--- src/include/sobel_defs.svh ---
/*
 * Sobel edge subsystem common definitions
 * Pixel width, line buffer depth and the register map of the Wishbone slave
 */

`ifndef SOBEL_DEFS_SVH
`define SOBEL_DEFS_SVH

// width of one grey pixel on the camera bus
`define SOBEL_PIX_W 8

// longest row the line buffers can hold
`define SOBEL_MAX_W 640

// byte address of the control word
// (enable, binary mode and threshold live here)
`define SOBEL_ADDR_CTRL 4'h0

// byte address of the read-only completed frame counter
`define SOBEL_ADDR_FCNT 4'h4

`endif

--- src/verilog/sobel_pkg.sv ---
/*
 * Sobel edge subsystem types
 * Control word layout shared by the register block and the kernel,
 * and the signed gradient type used along the kernel pipeline
 */

`include "sobel_defs.svh"

package sobel_pkg;

    // field view of the control word, bit 0 is the lowest field
    typedef struct packed {
        logic [15:0] rsvd_hi;
        logic [7:0]  threshold;
        logic [5:0]  rsvd_lo;
        logic        binary;
        logic        enable;
    } sobel_ctrl_fields_t;

    // software writes the raw word and the datapath reads the fields
    typedef union packed {
        logic [31:0]        raw;
        sobel_ctrl_fields_t f;
    } sobel_ctrl_u;

    // three extra bits hold the weighted sums of a 3x3 window
    // and their difference keeps its sign in the top bit
    typedef logic signed [`SOBEL_PIX_W+2:0] sobel_mag_t;

endpackage

--- src/verilog/sobel_wb_regs.sv ---
/*
 * Wishbone classic register block
 * Holds the kernel control word and counts the frames leaving the subsystem
 */

`timescale 1ns/1ps
`include "sobel_defs.svh"

module sobel_wb_regs (
    input  logic                   pclk_i,
    input  logic                   rst_i,
    input  logic                   wb_cyc_i,
    input  logic                   wb_stb_i,
    input  logic                   wb_we_i,
    input  logic [3:0]             wb_adr_i,
    input  logic [31:0]            wb_dat_i,
    input  logic                   fsync_i,
    output logic [31:0]            wb_dat_o,
    output logic                   wb_ack_o,
    output sobel_pkg::sobel_ctrl_u ctrl_o
);

    // only enable, binary and threshold are backed by flops
    localparam logic [31:0] CTRL_MASK = 32'h0000_ff03;

    logic        req_w;
    logic        fsync_q;
    logic [31:0] fcnt_q;

    // a new request is one the slave has not acknowledged yet
    assign req_w = wb_cyc_i && wb_stb_i && !wb_ack_o;

    // ack follows the request by one cycle and drops right after
    always_ff @(posedge pclk_i) begin
        if (rst_i) begin
            wb_ack_o <= 1'b0;
        end else begin
            wb_ack_o <= req_w;
        end
    end

    // the write lands on the same edge that raises ack
    always_ff @(posedge pclk_i) begin
        if (rst_i) begin
            ctrl_o <= '0;
        end else if (req_w && wb_we_i && wb_adr_i == `SOBEL_ADDR_CTRL) begin
            ctrl_o.raw <= wb_dat_i & CTRL_MASK;
        end
    end

    // read data is captured with the request so it is valid together with ack
    always_ff @(posedge pclk_i) begin
        if (req_w) begin
            case (wb_adr_i)
                `SOBEL_ADDR_CTRL: wb_dat_o <= ctrl_o.raw;
                `SOBEL_ADDR_FCNT: wb_dat_o <= fcnt_q;
                default:          wb_dat_o <= '0;
            endcase
        end
    end

    // a frame is complete when the output fsync falls
    // writes to the counter address are simply not decoded
    always_ff @(posedge pclk_i) begin
        if (rst_i) begin
            fsync_q <= 1'b0;
            fcnt_q  <= '0;
        end else begin
            fsync_q <= fsync_i;
            if (fsync_q && !fsync_i) begin
                fcnt_q <= fcnt_q + 32'd1;
            end
        end
    end

endmodule

--- config.mk ---
export PLATFORM = sky130hd
export DESIGN_NAME = sobel_wb_regs
export DESIGN_NICKNAME = d
export VERILOG_FILES = /design/src/verilog/sobel_pkg.sv /design/src/verilog/sobel_wb_regs.sv
export VERILOG_INCLUDE_DIRS = /design/src /design/src/include
export SDC_FILE = /design/constraint.sdc
export NUM_CORES = 1
export LEC_CHECK = 0
export BUFFER_PORTS_ARGS = -buffer_cell sky130_fd_sc_hd__buf_2
export CAP_MARGIN = 20
export CORE_ASPECT_RATIO = 0.8
export CORE_MARGIN = 5
export CORE_UTILIZATION = 55
export CTS_CLUSTER_DIAMETER = 80
export DETAILED_ROUTE_END_ITERATION = 8
export PLACE_DENSITY = 0.85
export SLEW_MARGIN = 20
export SYNTH_ARGS = -nofsm -noshare
export SYNTH_HDL_FRONTEND = slang
export SYNTH_SLANG_ARGS = --single-unit
--- constraint.sdc ---
create_clock -name pclk_i -period 5.7 [get_ports pclk_i]
set_input_delay 0.57 -clock pclk_i [delete_from_list [all_inputs] [get_ports pclk_i]]
set_output_delay 0.57 -clock pclk_i [all_outputs]
set_load 0.05 [all_outputs]
==> results.cfg <==
[floorplan]
die_h_microns = 80.1
core-area_sq_um = 5940
start_util_pct = 56.8
die_x_microns = 97.6
dieArea_sq_um = 7820
rows = 25
ios = 107

[clock_tree]
cts.reportedPaths.clkPinSlew_ns = 0.08
cts.sinks = 76
hold_buffers = 0
numCtsBuffers = 9
htreeDepth = 3
cts-root-buf = clkbuf_8
cts_max_path_buffers = 2
cts_resized = 0
cts_setup_buffers = 0
insertion_delay_ns = 0.35
cts_tree = yes

[placement]
numPortBuffers = 62
dpl.hpwl_microns = 4460
routabilityCongestion = 0.772

[worst_setup_path]
worstPathCellList = ha_1 > and4b_1 > nand4_1 > nor4_1 > mux2_2
crit_required_ns = 5.94
critical_path_class = flip-flop to flip-flop
end_kind = flip-flop
critical_path.max_stage_delay_ns = 0.46
crit_path_top_delay_cell = dfxtp_1
start_kind = flip-flop
cp_data_arrival_time_ns = 2.52
critPathMaxFanout = 13

[layout]
diodes = 0
fin_nets = 412
area_growth_syn_to_layout_pct = 15.2
layout_commonest_cell = buf_2
final_cell_mix = buf_2 (62), dfxtp_1 (44), edfxtp_1 (32)
drive_gt1_share_pct = 24.9
fillerInstances = 476

[power]
p_leak_nw = 1.48
internal_power_uw = 894
power_density_nw_per_um2 = 303
p_seq_share_pct = 49.1
power_mw = 1.18
power_frac_clock_pct = 42.2
ir_worst_vdd_mv = 0.143
sw_frac_of_total_pct = 24.2
comb_power_share_pct = 8.7
switchingPower_uw = 285

[grt]
grt_pass1_vias = 2387
antenna_found_initial = 0
grtUsageTotal_pct = 18.0
grt_overflow_total = 0
grt_pass1_wl_microns = 11100
grt_start_max_net_pins = 49

[timing]
finalHoldViolations = 0
tightestPinTransition_ns = 0.851
fmax_ghz = 0.440
tns_ns = 0
grt_setup_unrepaired = no
relSlewSlack_pct = 43.2
fin_hold_ws_ns = 0.448
finalSetupViolations = 0
drv_slew = 0
finalCritPeriodShare_pct = 39.9
fin_skew_ns = 0.00577
layout_min_cycle_time_ns = 2.27

[synth]
synth-main-ff-cell = dfxtp_1
async_reset_ff_share_pct = 0
synth_seq_cells = 76
yosysTopAreaCell = edfxtp_1
synth_top_area_share_pct = 28.5
yosysSeqAreaShare_pct = 54.5
avgSynthCellArea_sq_um = 10.8
synth_edf_count = 32
netlist_instances = 312
synth_area_sq_um = 3380
synth.distinct_cells = 40
yosysWarnings = 0
yosys-top-cells-area = edfxtp_1 (28%), dfxtp_1 (26%), buf_4 (5.1%)

[routing]
route.detailed.wl_per_inst_microns = 14.7
avgViaCountPerCell = 5.39
first_iter_violations = 135
post-route-drc-count = 0
ant_nets = 0
wirelength_microns = 6680
drt_pre_antenna_iters = 4
via_count = 2451

[worst_hold_path]
hp-class = input port to flip-flop

[flow_run]
maxCapViolCount = 0

[status]
status = finished clean
Yosys cell counts (2+ instances only):
library cell  instances
a21oi_1              17
a22o_1               10
and2_1               24
and3_1                4
and4_1                3
and4b_1               2
buf_2                 7
buf_4                23
clkbuf_1              9
dfxtp_1              44
edfxtp_1             32
inv_1                 4
mux2_2                4
mux2i_1              11
nand2_1              14
nand3_1               7
nand4_1               5
nor2_1               24
nor2b_1               7
nor4_1                5
o21ai_0               6
o31ai_1              11
or3_1                 5
or4_1                11
xor2_1                8
critical path, delay by kind of cell (launching register included):
kind                       cells  cell delay (ns)
DFF                            1             0.46
muxes                          1             0.37
adders and majority gates      1             0.20
and+or+nand+nor                3             1.14
metrics by stage:
stage	area (sq um)	std cells	setup WS, ns	utilization (%)
detailed placement	3640	439	3.33	61.3
finish	3890	455	3.43	65.5
floorplan	3460	333	3.37	-
global placement	3640	439	3.39	61.3
global route	3890	455	3.18	65.5
CTS	3890	455	3.41	65.5
logic make-up after synthesis:
| group | Yosys count | share of synthesized area, % |
|---|---|---|
| simple gates | 120 | 21.1 |
| flops | 76 | 54.5 |
| buf+inv | 44 | 7.93 |
| fa+ha+maj | 1 | 0.370 |
| xor+xnor | 9 | 2.33 |
| mux | 15 | 4.59 |
| compound gates | 46 | 9.04 |
| other cells | 1 | 0.111 |
final timing paths:
| kind | start | to | slack (ns) | cells after the start |
|---|---|---|---|---|
| hold / removal | wb_dat_i[12] | ctrl_o[12]$_SDFFE_PP0P_ | 0.45 | 3 |
| setup reg to reg | fcnt_q[0]$_SDFFE_PP0P_ | fcnt_q[28]$_SDFFE_PP0P_ | 3.43 | 5 |
| hold reg to reg | fcnt_q[16]$_SDFFE_PP0P_ | fcnt_q[16]$_SDFFE_PP0P_ | 0.50 | 2 |
| setup / recovery | fcnt_q[0]$_SDFFE_PP0P_ | fcnt_q[28]$_SDFFE_PP0P_ | 3.43 | 5 |
power groups by stage:
stage | Clock (mW) | Combinational, mW | Sequential (mW)
2_1_floorplan | 0 | 0.0567 | 0.629
3_3_place_gp | 0 | 0.102 | 0.592
3_5_place_dp | 0 | 0.103 | 0.592
4_1_cts | 0.504 | 0.103 | 0.579
5_1_grt | 0.532 | 0.107 | 0.580
6_report | 0.497 | 0.103 | 0.579
state kept, by name, summed over array words and instances (netlist names):
name	count
fsync_q	1
wb_dat_o	32
fcnt_q	32
wb_ack_o	1
ctrl_o	10
per-layer routing:
layer | up-vias | global-route usage, % | share of wire, %
li1 | 1195 | - | -
met4 | 0 | 7.19 | 1.7
met1 | 1169 | 20.5 | 42
met3 | 10 | 4.77 | 6.1
met5 | - | 0 | 0
met2 | 77 | 32.5 | 51
layout make-up:
class | instances | area, sq um | area share, %
Timing Repair Buffer | 65 | 333 | 8.55
Clock buffer | 10 | 138 | 3.54
Clock inverter | 6 | 110 | 2.83
Sequential cell | 76 | 1840 | 47.3
Multi-Input combinational cell | 213 | 1350 | 34.8
Tap cell | 81 | 101 | 2.60
Inverter | 4 | 15.0 | 0.386
Power figures use the tool's default switching activity.
