$ cat config.mk
export PLATFORM = sky130hd
export DESIGN_NAME = sobel_kernel_flat
export DESIGN_NICKNAME = d
export VERILOG_FILES = /design/src/verilog/sobel_pkg.sv /design/src/verilog/sobel_window_if.sv /design/src/verilog/sobel_kernel.sv /design/src/flat_wrapper.sv
export VERILOG_INCLUDE_DIRS = /design/src /design/src/include
export SDC_FILE = /design/constraint.sdc
export NUM_CORES = 1
export LEC_CHECK = 0
export BUFFER_PORTS_ARGS = -buffer_cell sky130_fd_sc_hd__buf_4
export CAP_MARGIN = 5
export CORE_UTILIZATION = 30
export DETAILED_ROUTE_END_ITERATION = 7
export GPL_TIMING_DRIVEN = 0
export PLACE_DENSITY = 0.51
export SYNTH_ARGS = -nofsm -noshare
export SYNTH_HDL_FRONTEND = slang
export SYNTH_SLANG_ARGS = --single-unit
$ cat constraint.sdc
create_clock -name pclk_i -period 4.56 [get_ports pclk_i]
set_input_delay 0.456 -clock pclk_i [delete_from_list [all_inputs] [get_ports pclk_i]]
set_output_delay 0.456 -clock pclk_i [all_outputs]
set_load 0.01 [all_outputs]
$ cat src/include/sobel_defs.svh
/*
 * Sobel edge subsystem common definitions
 * Pixel width, line buffer depth and the register map of the Wishbone slave
 */

`ifndef SOBEL_DEFS_SVH
`define SOBEL_DEFS_SVH

// width of one grey pixel on the camera bus
`define SOBEL_PIX_W 8

// longest row the line buffers can hold
`define SOBEL_MAX_W 640

// byte address of the control word
// (enable, binary mode and threshold live here)
`define SOBEL_ADDR_CTRL 4'h0

// byte address of the read-only completed frame counter
`define SOBEL_ADDR_FCNT 4'h4

`endif

$ cat src/verilog/sobel_pkg.sv
/*
 * Sobel edge subsystem types
 * Control word layout shared by the register block and the kernel,
 * and the signed gradient type used along the kernel pipeline
 */

`include "sobel_defs.svh"

package sobel_pkg;

    // field view of the control word, bit 0 is the lowest field
    typedef struct packed {
        logic [15:0] rsvd_hi;
        logic [7:0]  threshold;
        logic [5:0]  rsvd_lo;
        logic        binary;
        logic        enable;
    } sobel_ctrl_fields_t;

    // software writes the raw word and the datapath reads the fields
    typedef union packed {
        logic [31:0]        raw;
        sobel_ctrl_fields_t f;
    } sobel_ctrl_u;

    // three extra bits hold the weighted sums of a 3x3 window
    // and their difference keeps its sign in the top bit
    typedef logic signed [`SOBEL_PIX_W+2:0] sobel_mag_t;

endpackage

$ cat src/verilog/sobel_window_if.sv
/*
 * 3x3 pixel window bus
 * Carries one neighbourhood per clock together with the frame and row syncs
 */

`timescale 1ns/1ps
`include "sobel_defs.svh"

interface sobel_window_if;

    // syncs aligned with the window they travel with
    logic fsync;
    logic rsync;

    // row-major neighbourhood, p1 is top left and p9 the newest pixel
    logic [`SOBEL_PIX_W-1:0] p1, p2, p3;
    logic [`SOBEL_PIX_W-1:0] p4, p5, p6;
    logic [`SOBEL_PIX_W-1:0] p7, p8, p9;

    // the window generator drives everything
    modport source (
        output fsync, rsync,
        output p1, p2, p3, p4, p5, p6, p7, p8, p9
    );

    // the kernel only reads, there is no handshake back
    modport sink (
        input fsync, rsync,
        input p1, p2, p3, p4, p5, p6, p7, p8, p9
    );

endinterface
$ cat src/verilog/sobel_kernel.sv
/*
 * Pipelined Sobel kernel
 * Gradient, absolute value, sum with saturation and mode select, output register
 */

`timescale 1ns/1ps
`include "sobel_defs.svh"

module sobel_kernel (
    input  logic                    pclk_i,
    input  logic                    rst_i,
    input  sobel_pkg::sobel_ctrl_u  ctrl_i,
    sobel_window_if.sink            win_i,
    output logic                    fsync_o,
    output logic                    rsync_o,
    output logic [`SOBEL_PIX_W-1:0] pdata_o
);

    import sobel_pkg::*;

    localparam int MAG_W = $bits(sobel_mag_t);

    // weighted column and row sums, each fits without sign
    logic [MAG_W-1:0] right_sum;
    logic [MAG_W-1:0] left_sum;
    logic [MAG_W-1:0] bottom_sum;
    logic [MAG_W-1:0] top_sum;

    sobel_mag_t gx_q;
    sobel_mag_t gy_q;
    sobel_mag_t abs_x_q;
    sobel_mag_t abs_y_q;

    // the sum of two magnitudes needs one bit more than either of them
    logic [MAG_W:0]          sum_w;
    logic [`SOBEL_PIX_W-1:0] sat_w;
    logic [`SOBEL_PIX_W-1:0] mode_w;

    // the newest pixel rides along so bypass keeps the stream delay
    logic [`SOBEL_PIX_W-1:0] pass_s1_q;
    logic [`SOBEL_PIX_W-1:0] pass_s2_q;
    logic [`SOBEL_PIX_W-1:0] pix_s3_q;

    logic [3:0] fsync_sr;
    logic [3:0] rsync_sr;

    assign right_sum  = {3'b000, win_i.p3} + {2'b00, win_i.p6, 1'b0} + {3'b000, win_i.p9};
    assign left_sum   = {3'b000, win_i.p1} + {2'b00, win_i.p4, 1'b0} + {3'b000, win_i.p7};
    assign bottom_sum = {3'b000, win_i.p7} + {2'b00, win_i.p8, 1'b0} + {3'b000, win_i.p9};
    assign top_sum    = {3'b000, win_i.p1} + {2'b00, win_i.p2, 1'b0} + {3'b000, win_i.p3};

    // stage 1 forms Gx and Gy as two's complement differences
    always_ff @(posedge pclk_i) begin
        gx_q      <= right_sum - left_sum;
        gy_q      <= bottom_sum - top_sum;
        pass_s1_q <= win_i.p9;
    end

    // stage 2 takes absolute values, the largest negative sum still fits
    always_ff @(posedge pclk_i) begin
        abs_x_q   <= (gx_q < 0) ? -gx_q : gx_q;
        abs_y_q   <= (gy_q < 0) ? -gy_q : gy_q;
        pass_s2_q <= pass_s1_q;
    end

    assign sum_w = {1'b0, abs_x_q} + {1'b0, abs_y_q};

    // anything above the pixel range clips to white
    assign sat_w = (sum_w[MAG_W:`SOBEL_PIX_W] != '0) ? '1 : sum_w[`SOBEL_PIX_W-1:0];

    // disabled passes the pixel through and binary mode compares the clipped sum
    always_comb begin
        if (!ctrl_i.f.enable) begin
            mode_w = pass_s2_q;
        end else if (ctrl_i.f.binary) begin
            mode_w = (sat_w > ctrl_i.f.threshold) ? '1 : '0;
        end else begin
            mode_w = sat_w;
        end
    end

    // stage 3 holds the chosen pixel
    always_ff @(posedge pclk_i) begin
        pix_s3_q <= mode_w;
    end

    // stage 4 is the output register, cleared so the bus is quiet after reset
    always_ff @(posedge pclk_i) begin
        if (rst_i) begin
            pdata_o <= '0;
        end else begin
            pdata_o <= pix_s3_q;
        end
    end

    // four windows are in flight so the syncs wait four cycles too
    always_ff @(posedge pclk_i) begin
        if (rst_i) begin
            fsync_sr <= '0;
            rsync_sr <= '0;
        end else begin
            fsync_sr <= {fsync_sr[2:0], win_i.fsync};
            rsync_sr <= {rsync_sr[2:0], win_i.rsync};
        end
    end

    assign fsync_o = fsync_sr[3];
    assign rsync_o = rsync_sr[3];

endmodule

$ cat src/flat_wrapper.sv
// flat-port wrapper written by rule: the top's interface ports become plain ports
module sobel_kernel_flat import sobel_pkg::*;
  (pclk_i, rst_i, ctrl_i, fsync_o, rsync_o, pdata_o, win_i_fsync, win_i_rsync, win_i_p1, win_i_p2, win_i_p3, win_i_p4, win_i_p5, win_i_p6, win_i_p7, win_i_p8, win_i_p9);
  sobel_window_if win_i_i ();
  input  logic pclk_i;
  input  logic rst_i;
  input  sobel_pkg::sobel_ctrl_u ctrl_i;
  output logic fsync_o;
  output logic rsync_o;
  output logic [`SOBEL_PIX_W-1:0] pdata_o;
  input wire logic [$bits(win_i_i.fsync)-1:0] win_i_fsync;
  input wire logic [$bits(win_i_i.rsync)-1:0] win_i_rsync;
  input wire logic [$bits(win_i_i.p1)-1:0] win_i_p1;
  input wire logic [$bits(win_i_i.p2)-1:0] win_i_p2;
  input wire logic [$bits(win_i_i.p3)-1:0] win_i_p3;
  input wire logic [$bits(win_i_i.p4)-1:0] win_i_p4;
  input wire logic [$bits(win_i_i.p5)-1:0] win_i_p5;
  input wire logic [$bits(win_i_i.p6)-1:0] win_i_p6;
  input wire logic [$bits(win_i_i.p7)-1:0] win_i_p7;
  input wire logic [$bits(win_i_i.p8)-1:0] win_i_p8;
  input wire logic [$bits(win_i_i.p9)-1:0] win_i_p9;
  assign win_i_i.fsync = win_i_fsync;
  assign win_i_i.rsync = win_i_rsync;
  assign win_i_i.p1 = win_i_p1;
  assign win_i_i.p2 = win_i_p2;
  assign win_i_i.p3 = win_i_p3;
  assign win_i_i.p4 = win_i_p4;
  assign win_i_i.p5 = win_i_p5;
  assign win_i_i.p6 = win_i_p6;
  assign win_i_i.p7 = win_i_p7;
  assign win_i_i.p8 = win_i_p8;
  assign win_i_i.p9 = win_i_p9;
  sobel_kernel u_core (.pclk_i(pclk_i), .rst_i(rst_i), .ctrl_i(ctrl_i), .win_i(win_i_i), .fsync_o(fsync_o), .rsync_o(rsync_o), .pdata_o(pdata_o));
endmodule
==> flow_summary_export.csv <==
group,metric,value,unit
timing,timing.setup.tns,0,ps
power_and_ir_drop,power_density,640,nW/µm²
clock_tree,post_cts_buffers,0,
power_and_ir_drop,p_leak,3.40,nW
synth,netlist_area,5870,µm²
placed_design,postPlaceCellArea,6840,µm²
setup_path,launch_instance_of_the_worst_register_to_register_path,"u_core.abs_y_q[0]",
setup_path,timing.critical_path.to_type,"register",
die,core.rowCount,50,
clock_tree,cts_tree,"yes",
timing,unrepaired_setup_endpoints_after_global_routing,"no",
route,vias_per_cell,4.46,
global_routing,grt_first_pass_wirelength,21.0,mm
setup_path,criticalPathCategory,"in -> reg",
clock_tree,post_cts.resized_instances,0,
power_and_ir_drop,seq_power_share,0.250,
clock_tree,ctsRootBufferMaster,"sky130_fd_sc_hd__clkbuf_16",
setup_path,worstPathCellList,"buf_4, ha_1, inv_1, fa_1, nor2b_1, o21ai_0, a21boi_0, o21ai_0, nand2_1, xnor2_1, fa_1, fa_1, inv_1, ha_1, or3_1, o31ai_1, o211ai_1",
power_and_ir_drop,net-switching-power,0.00191,W
synth,synth_top_area_cell,"sky130_fd_sc_hd__dfxtp_1",
global_routing,initial_antenna_violation_count,0,
synth,syn-num-nets,842,
placed_design,place_worst_setup_slack,-8.72,ps
setup_path,setup.reg_to_reg.worst_slack,450,ps
run_status,run_status,"completed",
setup_path,r2r.worst_path.cells,17,
timing,final_period_minus_worst_setup_slack,4200,ps
layout,layout.nets,939,
setup_path,crit_family,"adder cells",
power_and_ir_drop,clock_power_share,0.145,
timing,max-slew-margin-rel,0.681,
route,drtPass1Iterations,4,
synth,yosysTopAreaCellShare,0.286,
clock_tree,cts_buffer_depth,2,
hold_path,hp-class,"in -> reg",
global_routing,grt_pass1_vias,4621,
synth,netlist_instances,620,
global_routing,groute.usage.overall,0.132,
job,drv_cap,0,
synth,ys_top_cells_by_area,"sky130_fd_sc_hd__dfxtp_1 29%, sky130_fd_sc_hd__ha_1 16%, sky130_fd_sc_hd__fa_1 13%",
setup_path,worst_path_most_repeated_cell,"sky130_fd_sc_hd__fa_1",
synth,yosysUniqueCellTypes,53,
die,initial_cell_density_of_the_core,0.310,
setup_path,data_arrival_time_of_the_critical_path,4380,ps
clock_tree,clock-sinks,84,
timing,final_setup_fails,0,
timing,timing.final.ws_setup,355,ps
timing,layout_worst_path_cycle_share,0.922,
timing,worst_clk_skew,5.70,ps
synth,ys.flop_type,"sky130_fd_sc_hd__dfxtp_1",
layout,diodes,0,
clock_tree,cts_h_tree_lvls,3,
timing,slew_violations,0,
layout,area_growth_syn_to_layout,21.4,%
route,detail_route.drc_violations,0,
die,design.core.area,19000,µm²
synth,synth_seq_area_share,0.286,
synth,syn_avg_cell_area,9.47,µm²
clock_tree,worst_setup_hold_path_clk_slew,60,ps
clock_tree,numCtsBuffers,9,
setup_path,cp_num_cells,17,
setup_path,worst_setup_startpoint,"win_i_p7[1]",
clock_tree,cts_hold_buf,0,
layout,postLayoutCellArea,7130,µm²
power_and_ir_drop,power.internal,0.00265,W
placed_design,global_placer_s_final_weighted_congestion,0.823,
setup_path,critPathCapture,"u_core.gy_q[10]",
synth,ys.warnings.count,0,
power_and_ir_drop,comb_power_share,0.605,
timing,hold_viol,0,
timing,max_slew.worst_pin.slew,478,ps
placed_design,hpwlAfterDp,11.2,mm
die,pin_count,118,
route,totalWireLength,12.6,mm
timing,timing.hold.ws,265,ps
placed_design,port-buffer-count,86,
hold_path,worst_hold_path.num_cells,1,
die,die_y,142,µm
route,detail_route.wl_per_cell,12.8,µm
layout,utilization,0.376,
setup_path,slowest_delay,520,ps
power_and_ir_drop,power.share.switching,0.418,
route,ant_nets,0,
synth,number_of_enable_flip_flop_cells_after_synthesis,0,
route,detailedRoute.firstIterationViolations,96,
clock_tree,clk_latency,320,ps
setup_path,crit_buf_inv,3,
setup_path,cp-start-kind,"input port",
global_routing,overflow,0,
layout,drive_gt1_frac,0.158,
die,total_die_area,20100,µm²
setup_path,critical_path_fanout_max,5,
power_and_ir_drop,vdd_ir_drop_max,0.230,mV
timing,achievable_freq,0.238,GHz
setup_path,crit_path_top_delay_cell,"sky130_fd_sc_hd__fa_1",
synth,synth-seq-cells,84,
setup_path,reg2reg_to,"u_core.pix_s3_q[4]",
global_routing,grt_start_max_net_pins,17,
synth,synth-async-reset-ratio,0,
setup_path,cp_data_required_time,4740,ps
route,routed-via-count,4382,
die,horizontal_die_dimension,142,µm
==> worst min path at each step <==
stage	start	end	slack, ps
final	win_i_p9[5]	u_core.pass_s1_q[5]	270
after global routing	win_i_p9[4]	u_core.pass_s1_q[4]	250
after CTS	win_i_p9[6]	u_core.pass_s1_q[6]	250
after detailed placement	u_core.pass_s1_q[7]	u_core.pass_s2_q[7]	310
after global placement	u_core.pass_s1_q[4]	u_core.pass_s2_q[4]	320
after floorplan	u_core.pass_s1_q[0]	u_core.pass_s2_q[0]	310
==> sequential cells by signal (all words and copies together) (netlist names) <==
name              count
u_core.pdata_o        8
u_core.gy_q          11
u_core.rsync_sr       4
u_core.abs_y_q       11
u_core.pass_s1_q      8
u_core.pass_s2_q      8
u_core.abs_x_q       11
u_core.fsync_sr       4
u_core.pix_s3_q       8
u_core.gx_q          11
==> stage by stage <==
step           total power, W  cells
6_report              0.00456    982
5_1_grt               0.00503    982
4_1_cts               0.00462    982
3_5_place_dp          0.00394    966
3_3_place_gp          0.00386    966
2_1_floorplan         0.00328    620
==> power by group through the flow <==
| stage | registers [W] | logic, W | clock network, W |
|---|---|---|---|
| after global placement | 0.00116 | 0.00270 | 0 |
| after floorplan | 0.00113 | 0.00215 | 0 |
| after global routing | 0.00117 | 0.00314 | 0.000718 |
| after CTS | 0.00115 | 0.00279 | 0.000683 |
| final | 0.00114 | 0.00276 | 0.000660 |
| after detailed placement | 0.00116 | 0.00277 | 0 |
==> cells in the mapped netlist, types with 2 or more instances <==
cell type                   instances
sky130_fd_sc_hd__nand2b_1           3
sky130_fd_sc_hd__o21a_1             9
sky130_fd_sc_hd__a21boi_0           3
sky130_fd_sc_hd__a21o_1            12
sky130_fd_sc_hd__inv_1             93
sky130_fd_sc_hd__a31o_2             2
sky130_fd_sc_hd__o211ai_1           2
sky130_fd_sc_hd__a21o_2             2
sky130_fd_sc_hd__nor3_1            12
sky130_fd_sc_hd__o21ai_0           19
sky130_fd_sc_hd__o41a_1             2
sky130_fd_sc_hd__nor2_1            34
sky130_fd_sc_hd__nor4b_1            2
sky130_fd_sc_hd__a2111oi_0          2
sky130_fd_sc_hd__dfxtp_1           84
sky130_fd_sc_hd__a211oi_1           2
sky130_fd_sc_hd__o31ai_1            8
sky130_fd_sc_hd__fa_1              37
sky130_fd_sc_hd__a21oi_1           28
sky130_fd_sc_hd__a211o_1            2
sky130_fd_sc_hd__a311oi_1           8
sky130_fd_sc_hd__nand2_1           30
sky130_fd_sc_hd__ha_1              77
sky130_fd_sc_hd__xnor2_1           41
sky130_fd_sc_hd__nor2b_1           26
sky130_fd_sc_hd__clkbuf_1           4
sky130_fd_sc_hd__mux2i_1            2
sky130_fd_sc_hd__o21bai_1           6
sky130_fd_sc_hd__nor4_1             3
sky130_fd_sc_hd__or3_1              8
sky130_fd_sc_hd__xor2_1            24
sky130_fd_sc_hd__and3_1             4
sky130_fd_sc_hd__o21ai_1            2
sky130_fd_sc_hd__nand3_1            7
sky130_fd_sc_hd__o41ai_1            2
==> cells by family after synthesis <==
kind of cell | synth area share
AOI/OAI and AO/OA | 0.140
xor gates and xnor gates | 0.0970
adders and majority gates | 0.290
buffers and inverters | 0.0646
DFF | 0.286
muxes | 0.00341
and+or+nand+nor | 0.119
==> routing by layer <==
metal	track usage	part of all wire	up-vias	routed length (µm)
met5	0	0	-	0
met4	0.0368	0.012	0	149
met3	0.0175	0.035	8	442
met2	0.250	0.51	89	6370
met1	0.152	0.45	2012	5610
li1	-	-	2273	-
==> layout make-up <==
cell class	instances	area, µm²
fill	1944	11800
multi-input combinational	437	3810
sequential	84	1680
timing repair buffer	86	646
inverter	93	349
tap	260	325
clock buffer	9	225
clock inverter	7	56.3
buffer	6	30.0
==> cells in the final DEF (no fill, tap or decap), types with 2 or more instances in the layout <==
cell,synthesis,layout
sky130_fd_sc_hd__nand2b_1,3,3
sky130_fd_sc_hd__nand3_1,7,7
sky130_fd_sc_hd__o21ai_0,19,19
sky130_fd_sc_hd__a21o_1,12,12
sky130_fd_sc_hd__a31o_2,2,2
sky130_fd_sc_hd__a2111oi_0,2,2
sky130_fd_sc_hd__a311oi_1,8,8
sky130_fd_sc_hd__buf_4,0,86
sky130_fd_sc_hd__clkbuf_1,4,4
sky130_fd_sc_hd__o21bai_1,6,6
sky130_fd_sc_hd__clkinv_2,0,2
sky130_fd_sc_hd__xnor2_1,41,41
sky130_fd_sc_hd__nor3_1,12,12
sky130_fd_sc_hd__mux2i_1,2,2
sky130_fd_sc_hd__a211o_1,2,2
sky130_fd_sc_hd__inv_6,0,3
sky130_fd_sc_hd__inv_1,93,93
sky130_fd_sc_hd__a211oi_1,2,2
sky130_fd_sc_hd__dfxtp_1,84,84
sky130_fd_sc_hd__o211ai_1,2,2
sky130_fd_sc_hd__clkbuf_16,0,9
sky130_fd_sc_hd__a21o_2,2,2
sky130_fd_sc_hd__ha_1,77,77
sky130_fd_sc_hd__xor2_1,24,24
sky130_fd_sc_hd__nor2b_1,26,26
sky130_fd_sc_hd__a21boi_0,3,3
sky130_fd_sc_hd__o41ai_1,2,2
sky130_fd_sc_hd__and3_1,4,4
sky130_fd_sc_hd__fa_1,37,37
sky130_fd_sc_hd__nand2_1,30,30
sky130_fd_sc_hd__o41a_1,2,2
sky130_fd_sc_hd__nor4_1,3,3
sky130_fd_sc_hd__o31ai_1,8,8
sky130_fd_sc_hd__a21oi_1,28,28
sky130_fd_sc_hd__o21a_1,9,9
sky130_fd_sc_hd__nor2_1,34,34
sky130_fd_sc_hd__nor4b_1,2,2
sky130_fd_sc_hd__or3_1,8,8
Power figures use the tool's default switching activity.
